File: src/hdl/ldst_pkg.sv
// Single scratch memory of 1024 words; addresses, issue numbers and counts all wrap silently
`default_nettype none

package ldst_pkg;

	//////////////////////
	// Widths
	//////////////////////
	localparam int DATA_W		= 32;		// One data element
	localparam int ADDR_W		= 10;		// 1024-word scratch memory
	localparam int LEN_W		= 10;		// Element count, 0 allowed
	localparam int ISSUE_W		= 6;		// Issue number, modulo 64
	localparam int TAG_W		= 5;		// Destination tag

	//////////////////////
	// Channels
	//////////////////////
	localparam int NUM_CHAN		= 2;
	localparam int CHAN_LD		= 0;		// Load channel
	localparam int CHAN_ST		= 1;		// Store channel
	localparam int DEPTH_BUFF	= 4;		// Command queue depth

	//////////////////////
	// Types
	//////////////////////
	typedef logic [DATA_W-1:0]	data_t;
	typedef logic [ADDR_W-1:0]	addr_t;
	typedef logic [LEN_W-1:0]	len_t;
	typedef logic [ISSUE_W-1:0]	issue_no_t;
	typedef logic [TAG_W-1:0]	tag_t;

	// Address sequencer of one channel
	typedef enum logic [1:0] {
		S_IDLE,							// Waiting for a queued command
		S_RUN,							// Presenting beats
		S_FINISH						// Popping the finished command
	} chan_state_t;

endpackage

`default_nettype wire

File: src/hdl/ldst_issue.sv
// No back-pressure on cmd_valid; a command whose channel is full is dropped and gets no issue number
`timescale 1ns/1ns
`default_nettype none

module ldst_issue (
	input	wire							clock,
	input	wire							rst_n,
	input	wire							cmd_valid,		// Single-cycle strobe
	input	wire							cmd_store,		// 1 = store, 0 = load
	input	ldst_pkg::tag_t					cmd_dst,
	input	ldst_pkg::addr_t				cmd_base,
	input	ldst_pkg::addr_t				cmd_stride,
	input	ldst_pkg::len_t					cmd_len,
	input	ldst_pkg::data_t				cmd_fill,
	input	wire [ldst_pkg::NUM_CHAN-1:0]	chan_full,
	output	logic							cmd_stall,
	output	logic [ldst_pkg::NUM_CHAN-1:0]	enq_valid,
	output	ldst_pkg::issue_no_t			enq_issue_no,
	output	ldst_pkg::tag_t					enq_dst,
	output	ldst_pkg::addr_t				enq_base,
	output	ldst_pkg::addr_t				enq_stride,
	output	ldst_pkg::len_t					enq_len,
	output	ldst_pkg::data_t				enq_fill,
	output	ldst_pkg::issue_no_t			next_issue_no
);

	import ldst_pkg::*;

	logic [NUM_CHAN-1:0]	target;		// One-hot target channel
	logic					accept;
	issue_no_t				issue_cnt;

	//////////////////////
	// Decode
	//////////////////////
	always_comb begin
		target = '0;
		target[cmd_store ? CHAN_ST : CHAN_LD] = 1'b1;
	end

	assign accept			= cmd_valid && ((target & chan_full) == '0);
	assign cmd_stall		= |chan_full;				// Warn before a drop
	assign next_issue_no	= issue_cnt;

	//////////////////////
	// Issue counter and strobe
	//////////////////////
	always_ff @(posedge clock) begin
		if (!rst_n) begin
			enq_valid	<= '0;
			issue_cnt	<= '0;
		end else begin
			enq_valid	<= accept ? target : '0;
			if (accept) begin
				issue_cnt	<= issue_cnt + 1'b1;	// Wraps modulo 64
			end
		end
	end

	// Command fields, held until the next accepted command
	always_ff @(posedge clock) begin
		if (accept) begin
			enq_issue_no	<= issue_cnt;
			enq_dst			<= cmd_dst;
			enq_base		<= cmd_base;
			enq_stride		<= cmd_stride;
			enq_len			<= cmd_len;
			enq_fill		<= cmd_fill;
		end
	end

endmodule

`default_nettype wire

File: config.mk
export PLATFORM = sky130hd
export DESIGN_NAME = ldst_issue
export DESIGN_NICKNAME = d
export VERILOG_FILES = /design/src/hdl/ldst_pkg.sv /design/src/hdl/ldst_issue.sv
export SDC_FILE = /design/constraint.sdc
export NUM_CORES = 1
export LEC_CHECK = 0
export ABC_AREA = 1
export BUFFER_PORTS_ARGS = -buffer_cell sky130_fd_sc_hd__buf_2
export CAP_MARGIN = 10
export CORE_UTILIZATION = 44
export CTS_BUF_LIST = sky130_fd_sc_hd__clkbuf_4 sky130_fd_sc_hd__clkbuf_8
export DETAILED_ROUTE_END_ITERATION = 10
export PLACE_DENSITY_LB_ADDON = 0.2
export SLEW_MARGIN = 0
export SYNTH_ARGS = -nofsm -noshare
export SYNTH_HDL_FRONTEND = slang
export SYNTH_SLANG_ARGS = --single-unit
File: constraint.sdc
create_clock -name clock -period 2 [get_ports clock]
set_input_delay 0 -clock clock [delete_from_list [all_inputs] [get_ports clock]]
set_output_delay 0 -clock clock [all_outputs]
set_load 0.005 [all_outputs]
==> results.py <==
metrics = {
    "timing": {
        "tightest_slew_ns": 0.5350,
        "fin_crit_sh_pct": 73.37,
        "slew_headroom_pct": 64.33,
        "report.final.slew_viol_count": 0,
        "fin_setup_tns_ns": 0,
        "hold_viol": 0,
        "finClkSkew_ns": 0.001737,
        "fin_crit_ns": 1.467,
        "setup_viol": 0,
        "rsz0062_at_grt": "false",
        "fmax_mhz": 681.5,
    },
    "critical_path": {
        "critPathMaxFanout": 45,
        "cpPeakStageDelay_ns": 0.54,
        "worst-endpoint-arrival_ns": 1.72,
        "r2r_slack_ns": 0.91,
        "end_kind": "flop",
        "worst_path_max_delay_cell": "dlygate4sd3_1",
        "cp-start-kind": "primary input",
        "crit_required_ns": 2.25,
        "criticalPathCategory": "primary input to flop",
        "crit_path_cell_trace": "dlygate4sd3_1 > buf_2 > nand2_1 > nand2_2 > nor2_4 > buf_4 > o21ai_0 > a21oi_1",
    },
    "grt": {
        "track_usage_pct": 20.85,
        "gr-total-overflow": 0,
        "antenna_found_initial": 0,
        "grt_pass1_wl_um": 9252,
        "grt_pass1_vias": 1974,
        "grt_max_degree": 46,
    },
    "detailed_routing": {
        "drt_iter0_markers": 107,
        "dr.pass1.iters": 4,
        "ant_nets": 0,
        "vias": 1962,
        "routed_wl_um": 6218,
        "vias_per_cell": 4.439,
        "routedWlPerCell_um": 14.07,
        "drc": 0,
    },
    "power": {
        "leakage_nw": 1.891,
        "irDropWorstVdd_mv": 0.5445,
        "p_per_area_nw_per_um2": 838.8,
    },
    "synthesis": {
        "syn-cell-area_um2": 2575,
        "avgSynthCellArea_um2": 20.12,
        "syn_inst": 128,
        "ys_ff_latch": 81,
        "synth.distinct_cells": 15,
        "yosys_warnings": 0,
        "synth-seq-area-share_pct": 91.35,
        "syn-num-nets": 202,
    },
    "final_layout": {
        "drive_above_1_share_pct": 47.03,
        "nets": 439,
        "design_area_um2": 4365,
        "area_delta_synth_final_pct": 69.53,
        "n_antenna_cell": 0,
    },
    "run": {
        "maxCapViolCount": 0,
    },
    "clock_tree": {
        "htreeDepth": 3,
        "ctsResizeCount": 0,
        "clkLatencyLatePin_ns": 0.33,
        "root_buffer": "clkbuf_8",
        "clk_pin_slew_worst_paths_ns": 0.07,
        "cts_buffer_depth": 2,
        "numClockSinks": 81,
        "numCtsBuffers": 9,
        "cts_tree": "done",
    },
    "floorplan": {
        "die_h_um": 78.50,
        "rows": 27,
        "coreArea_um2": 5574,
        "start_util_pct": 46.20,
        "io_pins": 155,
        "die_w_um": 78.50,
        "dieArea_um2": 6162,
    },
    "placement": {
        "gp_congestion": 0.7092,
        "placed_area_um2": 3451,
        "numPortBuffers": 154,
        "dpl.hpwl_um": 3743,
    },
    "run_status": {
        "outcome": "finished clean",
    },
    "worst_hold_path": {
        "hold_path.class": "primary input to flop",
    },
}
==> sequential cells by signal, indices dropped and copies added (netlist names) <==
name / count
enq_base: 10
enq_dst: 5
enq_fill: 32
enq_issue_no: 6
enq_len: 10
enq_stride: 10
enq_valid: 2
next_issue_no: 6
==> final cells by class <==
class | instances | area [µm²]
multi-input combinational | 38 | 188.9
timing repair buffer | 226 | 1486
sequential | 81 | 2352
fill | 338 | 1209
tap | 72 | 90.09
inverter | 9 | 33.78
clock inverter | 6 | 82.58
clock buffer | 10 | 131.4
==> kinds of logic (layout without fill, tap and decap cells) <==
logic type / count (synthesis) / count (layout) / share of synthesized area, %
flops: 81 / 81 / 91.35
fa+ha+maj: 1 / 1 / 0.4858
buf+inv: 9 / 251 / 1.312
compound gates: 5 / 5 / 0.9717
simple gates: 32 / 32 / 5.880
==> repair_timing <==
action | 4_1_cts | 5_1_grt
buffers inserted | 0 | 0
endpoints found under the hold margin | 75 | 0
hold buffers | 70 | 0
==> power breakdown <==
| group | switching (mW) | internal [mW] | total, mW | leakage, nW |
|---|---|---|---|---|
| sequential | 0.0330 | 1.99 | 2.02 | 0.756 |
| clock | 0.541 | 0.709 | 1.25 | 0.101 |
| combinational | 0.163 | 0.227 | 0.390 | 1.03 |
==> Yosys cell counts (all sizes together) <==
| cell type | n | area share, % |
|---|---|---|
| ha | 1 | 0.49 |
| dfxtp | 8 | 6.2 |
| edfxtp | 73 | 85 |
| nor3 | 2 | 0.39 |
| o21ai | 2 | 0.39 |
| nand2 | 14 | 2.1 |
| a21oi | 3 | 0.58 |
| nor2 | 8 | 1.5 |
| nand4 | 2 | 0.49 |
| or2 | 1 | 0.24 |
| nand3 | 5 | 1.2 |
| inv | 9 | 1.3 |
==> cells in the final DEF, fill, tap and decap left out, types with 3 or more instances in the layout <==
cell / count
dfxtp_1: 8
nor2_1: 7
clkbuf_8: 9
a21oi_1: 3
buf_2: 154
edfxtp_1: 73
nand2_1: 13
nand3_1: 4
inv_1: 9
dlygate4sd3_1: 70
==> path summary, 6_finish.rpt <==
check	from	endpoint	depth (start not counted)
max	cmd_store	next_issue_no[0]$_SDFFE_PN0P_	8
min	cmd_valid	enq_valid[1]$_SDFF_PN0_	3
min reg2reg	next_issue_no[5]$_SDFFE_PN0P_	enq_issue_no[5]$_DFFE_PP_	0
max reg2reg	next_issue_no[0]$_SDFFE_PN0P_	next_issue_no[4]$_SDFFE_PN0P_	5
==> layer usage <==
metal,share of wire (%),up-vias,global-route usage [%]
met4,1.1,0,10.56
li1,-,944,-
met2,55,99,38.17
met5,0,-,0
met1,36,913,22.28
met3,7.4,6,4.767
==> per-stage QoR <==
stage               util, %  setup WS, ns  std cells  power [mW]  hold WS [ns]
global route          78.32        0.3896        442       3.804       0.07096
CTS                   78.32        0.5724        442       3.689       0.03399
floorplan                 -        0.2712        128       2.128       0.07931
detailed placement    61.91        0.7661        356       2.337        0.1781
finish                78.32        0.5326        442       3.662       0.05677
global placement      61.91        0.8167        356       2.328        0.1762
==> worst max-delay path, delay by kind of cell <==
family                 cells  cell delay (ns)
buffers and inverters      3             1.14
AOI/OAI and AO/OA          2             0.33
and+or+nand+nor            3             0.24
No activity file was read; power rests on OpenSTA's default activity.
