<file path="config.mk">
export PLATFORM = sky130hd
export DESIGN_NAME = ldst_channel
export DESIGN_NICKNAME = d
export VERILOG_FILES = /design/src/hdl/ldst_pkg.sv /design/src/hdl/ldst_channel.sv
export SDC_FILE = /design/constraint.sdc
export NUM_CORES = 1
export LEC_CHECK = 0
export BUFFER_PORTS_ARGS = -buffer_cell sky130_fd_sc_hd__buf_2
export CORE_MARGIN = 3
export CORE_UTILIZATION = 24
export CTS_CLUSTER_DIAMETER = 150
export CTS_CLUSTER_SIZE = 14
export DETAILED_ROUTE_END_ITERATION = 7
export HOLD_SLACK_MARGIN = 0.08
export PLACE_DENSITY = 0.37
export SETUP_SLACK_MARGIN = 0.5
export SLEW_MARGIN = 0
export SYNTH_ARGS = -nofsm -noshare
export SYNTH_HDL_FRONTEND = slang
export SYNTH_SLANG_ARGS = --single-unit
</file>
<file path="constraint.sdc">
create_clock -name clock -period 3.7 [get_ports clock]
set_input_delay 0 -clock clock [delete_from_list [all_inputs] [get_ports clock]]
set_output_delay 0 -clock clock [all_outputs]
set_load 0.01 [all_outputs]
</file>
<file path="src/hdl/ldst_pkg.sv">
// Single scratch memory of 1024 words; addresses, issue numbers and counts all wrap silently
`default_nettype none

package ldst_pkg;

	//////////////////////
	// Widths
	//////////////////////
	localparam int DATA_W		= 32;		// One data element
	localparam int ADDR_W		= 10;		// 1024-word scratch memory
	localparam int LEN_W		= 10;		// Element count, 0 allowed
	localparam int ISSUE_W		= 6;		// Issue number, modulo 64
	localparam int TAG_W		= 5;		// Destination tag

	//////////////////////
	// Channels
	//////////////////////
	localparam int NUM_CHAN		= 2;
	localparam int CHAN_LD		= 0;		// Load channel
	localparam int CHAN_ST		= 1;		// Store channel
	localparam int DEPTH_BUFF	= 4;		// Command queue depth

	//////////////////////
	// Types
	//////////////////////
	typedef logic [DATA_W-1:0]	data_t;
	typedef logic [ADDR_W-1:0]	addr_t;
	typedef logic [LEN_W-1:0]	len_t;
	typedef logic [ISSUE_W-1:0]	issue_no_t;
	typedef logic [TAG_W-1:0]	tag_t;

	// Address sequencer of one channel
	typedef enum logic [1:0] {
		S_IDLE,							// Waiting for a queued command
		S_RUN,							// Presenting beats
		S_FINISH						// Popping the finished command
	} chan_state_t;

endpackage

`default_nettype wire

</file>
<file path="src/hdl/ldst_channel.sv">
// Strictly in-order; a dropped command never reaches here, and a count of 0 still takes one beat
`timescale 1ns/1ns
`default_nettype none

module ldst_channel #(
	parameter int DEPTH_BUFF = ldst_pkg::DEPTH_BUFF
) (
	input	wire					clock,
	input	wire					rst_n,
	input	wire					enq_valid,
	input	ldst_pkg::issue_no_t	enq_issue_no,
	input	ldst_pkg::tag_t			enq_dst,
	input	ldst_pkg::addr_t		enq_base,
	input	ldst_pkg::addr_t		enq_stride,
	input	ldst_pkg::len_t			enq_len,
	input	ldst_pkg::data_t		enq_fill,
	output	logic					chan_full,
	output	logic					beat_req,
	output	ldst_pkg::addr_t		beat_addr,
	output	ldst_pkg::issue_no_t	beat_issue_no,
	output	ldst_pkg::tag_t			beat_dst,
	output	ldst_pkg::len_t			beat_index,
	output	ldst_pkg::data_t		beat_fill,
	output	logic					beat_last,
	output	logic					beat_empty,
	input	wire					beat_grant
);

	import ldst_pkg::*;

	// Queue storage, one array per field
	issue_no_t	q_issue_no	[DEPTH_BUFF];
	tag_t		q_dst		[DEPTH_BUFF];
	addr_t		q_base		[DEPTH_BUFF];
	addr_t		q_stride	[DEPTH_BUFF];
	len_t		q_len		[DEPTH_BUFF];
	data_t		q_fill		[DEPTH_BUFF];

	logic [$clog2(DEPTH_BUFF)-1:0]		wr_ptr;
	logic [$clog2(DEPTH_BUFF)-1:0]		rd_ptr;
	logic [$clog2(DEPTH_BUFF)-1:0]		next_ptr;
	logic [$clog2(DEPTH_BUFF+1)-1:0]	q_count;
	logic								push;
	logic								pop;
	logic								chain;

	chan_state_t	state;
	addr_t			cur_addr;		// Running strided address
	len_t			cur_index;		// Element index of the head beat
	len_t			last_index;

	//////////////////////
	// Command queue
	//////////////////////
	assign push			= enq_valid && (q_count != DEPTH_BUFF);
	assign pop			= (state == S_FINISH) || chain;
	assign next_ptr		= (rd_ptr == DEPTH_BUFF - 1) ? '0 : rd_ptr + 1'b1;

	// The strobe in flight counts too, since it lands one cycle later
	assign chan_full	= (q_count == DEPTH_BUFF) ||
						  (enq_valid && (q_count == DEPTH_BUFF - 1));

	always_ff @(posedge clock) begin
		if (!rst_n) begin
			wr_ptr	<= '0;
			rd_ptr	<= '0;
			q_count	<= '0;
		end else begin
			if (push) begin
				wr_ptr	<= (wr_ptr == DEPTH_BUFF - 1) ? '0 : wr_ptr + 1'b1;
			end
			if (pop) begin
				rd_ptr	<= next_ptr;
			end
			case ({push, pop})
				2'b10:		q_count	<= q_count + 1'b1;
				2'b01:		q_count	<= q_count - 1'b1;
				default:	q_count	<= q_count;
			endcase
		end
	end

	always_ff @(posedge clock) begin
		if (push) begin
			q_issue_no[wr_ptr]	<= enq_issue_no;
			q_dst[wr_ptr]		<= enq_dst;
			q_base[wr_ptr]		<= enq_base;
			q_stride[wr_ptr]	<= enq_stride;
			q_len[wr_ptr]		<= enq_len;
			q_fill[wr_ptr]		<= enq_fill;
		end
	end

	//////////////////////
	// Address sequencer
	//////////////////////
	// Next queued command follows the last beat without a gap
	assign chain	= (state == S_RUN) && beat_grant && beat_last && (q_count > 1);

	always_ff @(posedge clock) begin
		if (!rst_n) begin
			state	<= S_IDLE;
		end else begin
			case (state)
				S_IDLE: begin
					if (q_count != '0) begin
						state	<= S_RUN;
					end
				end
				S_RUN: begin
					if (beat_grant && beat_last && !chain) begin
						state	<= S_FINISH;
					end
				end
				S_FINISH:	state	<= S_IDLE;	// Head popped here
				default:	state	<= S_IDLE;
			endcase
		end
	end

	// Head command is loaded while idle or on a chained pop, then stepped on each grant
	always_ff @(posedge clock) begin
		if (state == S_IDLE) begin
			cur_addr	<= q_base[rd_ptr];
			cur_index	<= '0;
			last_index	<= q_len[rd_ptr] - 1'b1;
		end else if (chain) begin
			cur_addr	<= q_base[next_ptr];
			cur_index	<= '0;
			last_index	<= q_len[next_ptr] - 1'b1;
		end else if ((state == S_RUN) && beat_grant) begin
			cur_addr	<= cur_addr + q_stride[rd_ptr];	// Wraps at 1023
			cur_index	<= cur_index + 1'b1;
		end
	end

	//////////////////////
	// Head beat
	//////////////////////
	assign beat_req			= (state == S_RUN);
	assign beat_addr		= cur_addr;
	assign beat_index		= cur_index;
	assign beat_issue_no	= q_issue_no[rd_ptr];
	assign beat_dst			= q_dst[rd_ptr];
	assign beat_fill		= q_fill[rd_ptr];
	assign beat_empty		= (q_len[rd_ptr] == '0);		// No memory access
	assign beat_last		= beat_empty || (cur_index == last_index);

endmodule

`default_nettype wire

</file>
==> results.sh <==
export IMPL_leakagePower_nw=5.68
export IMPL_syn_nets=789
export IMPL_fin_skew_ps=16.6
export IMPL_rsz0062_at_grt="no"
export IMPL_clockBufferDepth=3
export IMPL_h_tree_depth=1
export IMPL_grt_overflow=0
export IMPL_dr_pass1_iters=4
export IMPL_synthAdderAreaFrac_pct=2.16
export IMPL_grt_busiest_layer="met2"
export IMPL_netSwitchingPower_mw=1.89
export IMPL_min_path_type="input pin to flop"
export IMPL_drive_above_1_share_pct=31.9
export IMPL_p_per_area_mw_per_mm2=471
export IMPL_die_area_mm2=0.0598
export IMPL_gp_congestion=0.693
export IMPL_drc=0
export IMPL_crit_buf_inv=2
export IMPL_track_usage_pct=11.3
export IMPL_tns_ps=0
export IMPL_fin_crit_ps=2940
export IMPL_hold_violations=0
export IMPL_hp_start="enq_fill[24]"
export IMPL_die_w_um=244
export IMPL_ys_flop_type="edfxtp_1"
export IMPL_start_kind="flop"
export IMPL_io_buffers=143
export IMPL_status="finished clean"
export IMPL_core_mm2=0.0556
export IMPL_cpPeakStageDelay_ps=550
export IMPL_cp_required_ps=4140
export IMPL_io_pins=144
export IMPL_crit_slowest_cell="mux4_2"
export IMPL_worstPathMaxFanout=12
export IMPL_root_buffer="clkbuf_16"
export IMPL_via_per_inst=4.17
export IMPL_vias=7132
export IMPL_synth_cell_type_count=47
export IMPL_synth_simple_area_share_pct=3.60
export IMPL_ys_warn_count=0
export IMPL_synth_xor_area_share_pct=2.37
export IMPL_first_global_vias=7917
export IMPL_first_iter_violations=415
export IMPL_clockPowerShare_pct=33.4
export IMPL_crit_chain="buf_6, mux4_2, nor4_2, nand3_1, nand2_1, and3_1, a31oi_1, dlygate4sd3_1"
export IMPL_total_power_mw=8.02
export IMPL_gr_usage_met2_pct=18.5
export IMPL_initial_core_util_pct=24.5
export IMPL_setup_viol=0
export IMPL_end_kind="flop"
export IMPL_synth_mux_area_share_pct=16.6
export IMPL_rows=86
export IMPL_dp_hpwl_um=21800
export IMPL_synth_edff_count=312
export IMPL_clk_latency_ps=560
export IMPL_die_h_um=244
export IMPL_grt_max_degree=53
export IMPL_fmax_ghz=0.340
export IMPL_clk_pin_slew_ps=70
export IMPL_grt_antenna_before_repair=4
export IMPL_relSlewSlack_pct=51.7
export IMPL_grt_pass1_wl_um=51100
export IMPL_synth_compound_area_share_pct=2.08
export IMPL_cts_tree="yes"
export IMPL_crit_type="flop to flop"
export IMPL_synth_seq_cells=333
export IMPL_p_comb_share_pct=11.4
export IMPL_grt_util_met3_pct=2.85
export IMPL_layout_nets=1038
export IMPL_use_met1_pct=15.2
export IMPL_critPathTopFamily="simple AND/OR/NAND/NOR gates"
export IMPL_avgSynthCellArea_um2=19.8
export IMPL_pwr_share_seq_pct=55.3
export IMPL_synthCells=689
export IMPL_cp_arrival_ps=3380
export IMPL_syn_to_final_growth_pct=24.8
export IMPL_irDropWorstVdd_v=0.000357
export IMPL_wl_per_cell_um=19.7
export IMPL_cap_violations=0
export IMPL_synth_top_family_by_area="multiplexers"
export IMPL_numCtsBuffers=27
export IMPL_ys_async_sr_fraction_pct=0
export IMPL_post_route_period_util_pct=79.5
export IMPL_detail_route_antenna_nets=0
export IMPL_worstMarginPinSlew_ps=722
export IMPL_slew_violations=0
export IMPL_clock_sinks=333
export IMPL_swShare_pct=23.6
export IMPL_drt_total_wl_um=33600
export IMPL_syn_area_mm2=0.0136
export IMPL_p_int_mw=6.13
export IMPL_synth_seq_area_share_pct=71.7
-- per-stage QoR --
stage	utilization [%]	setup WS, ps	hold slack, ps	cells	cell area [um2]
floorplan	-	528	98.9	689	13600
global placement	27.7	516	220	1576	15400
detailed placement	27.7	456	219	1576	15400
CTS	30.5	550	139	1706	17000
global route	30.6	538	163	1708	17000
finish	30.6	760	189	1709	17000
-- per-layer routing --
layer | part of all wire [%] | vias up
met4 | 1.2 | 4
li1 | - | 3309
met3 | 5.4 | 28
met5 | 0.065 | -
met2 | 48 | 124
met1 | 46 | 3667
-- cell usage after synthesis (2+ instances only) --
library cell	count	area, um2
clkbuf_1	11	41.3
a31oi_1	3	18.8
dfxtp_1	21	420
ha_1	22	275
and2_1	5	31.3
o21bai_1	2	15.0
mux2i_1	17	170
buf_6	2	22.5
buf_2	11	55.1
and3_1	8	50.1
nand2_1	24	90.1
inv_1	15	56.3
o211ai_1	2	15.0
mux4_2	93	2090
buf_1	4	15.0
a21oi_1	14	70.1
xor2_1	19	166
nor4_2	3	37.5
and4_1	3	26.3
nand4_1	5	31.3
o22ai_1	3	18.8
o21ai_1	2	10.0
nor3_1	5	25.0
nor2_1	32	120
a21o_1	3	22.5
o21ai_0	3	15.0
a31o_1	2	17.5
nand3_1	8	40.0
edfxtp_1	312	9370
xnor2_1	18	158
-- kinds of logic (layout without fill, tap and decap cells) --
logic type | after synthesis | after routing
other cells | 0 | 2
mux | 110 | 110
simple gates | 99 | 99
xor+xnor | 37 | 37
compound gates | 43 | 43
flops | 333 | 333
fa+ha+maj | 23 | 23
buf+inv | 44 | 314
-- final cells by class --
| type | count | area [um2] |
|---|---|---|
| Fill cell | 5549 | 38600 |
| Sequential cell | 333 | 9800 |
| Multi-Input combinational cell | 312 | 3690 |
| Timing Repair Buffer | 249 | 1780 |
| Tap cell | 748 | 936 |
| Clock buffer | 48 | 754 |
| Inverter | 15 | 56.3 |
| Clock inverter | 2 | 13.8 |
| Antenna cell | 2 | 5.00 |
-- sequential cells by signal (all words and copies together), names as in the netlist, named ones only --
| signal | count |
|---|---|
| beat_addr | 10 |
| beat_index | 10 |
| last_index | 10 |
| q_base | 40 |
| q_count | 3 |
| q_dst | 20 |
| q_fill | 128 |
| q_issue_no | 24 |
| q_len | 40 |
| q_stride | 40 |
| rd_ptr | 2 |
| state | 2 |
| wr_ptr | 2 |
-- layout by cell type (no fill, tap or decap), drive strengths merged, types with 3 or more instances in the layout --
cell         instances
dlygate4sd3         78
o22ai                3
inv                 16
nand2               24
nor3                 5
and2                 5
nor4                 4
clkbuf              49
a21o                 3
and4                 3
xnor2               18
dfxtp               21
nand4                5
o21ai                5
a21oi               14
nand3                8
mux2i               17
ha                  22
a31oi                3
edfxtp             312
nor2                32
xor2                19
and3                 8
buf                170
mux4                93
-- final timing paths --
kind,endpoint,slack (ps),cells after the start
worst max-delay path,state[0],760,8
worst min-delay path,q_fill[2][24],190,2
worst max register to register,state[0],760,8
worst min register to register,wr_ptr[1],510,2
-- power by group through the flow --
stage / clock network (mW) / logic (mW) / registers [mW]
floorplan: 0 / 0.503 / 4.51
global placement: 0 / 0.862 / 4.53
detailed placement: 0 / 0.858 / 4.52
CTS: 2.82 / 0.935 / 4.44
global route: 2.98 / 1.02 / 4.45
finish: 2.68 / 0.912 / 4.43
-- repair_timing --
item | in CTS | in global routing
endpoints found under the setup margin | 1 | 11
buffers inserted | 2 | 1
hold buffers | 78 | 0
hold endpoints to repair | 330 | 0
gates resized for setup | 0 | 2
(Power assumes the default switching activity.)
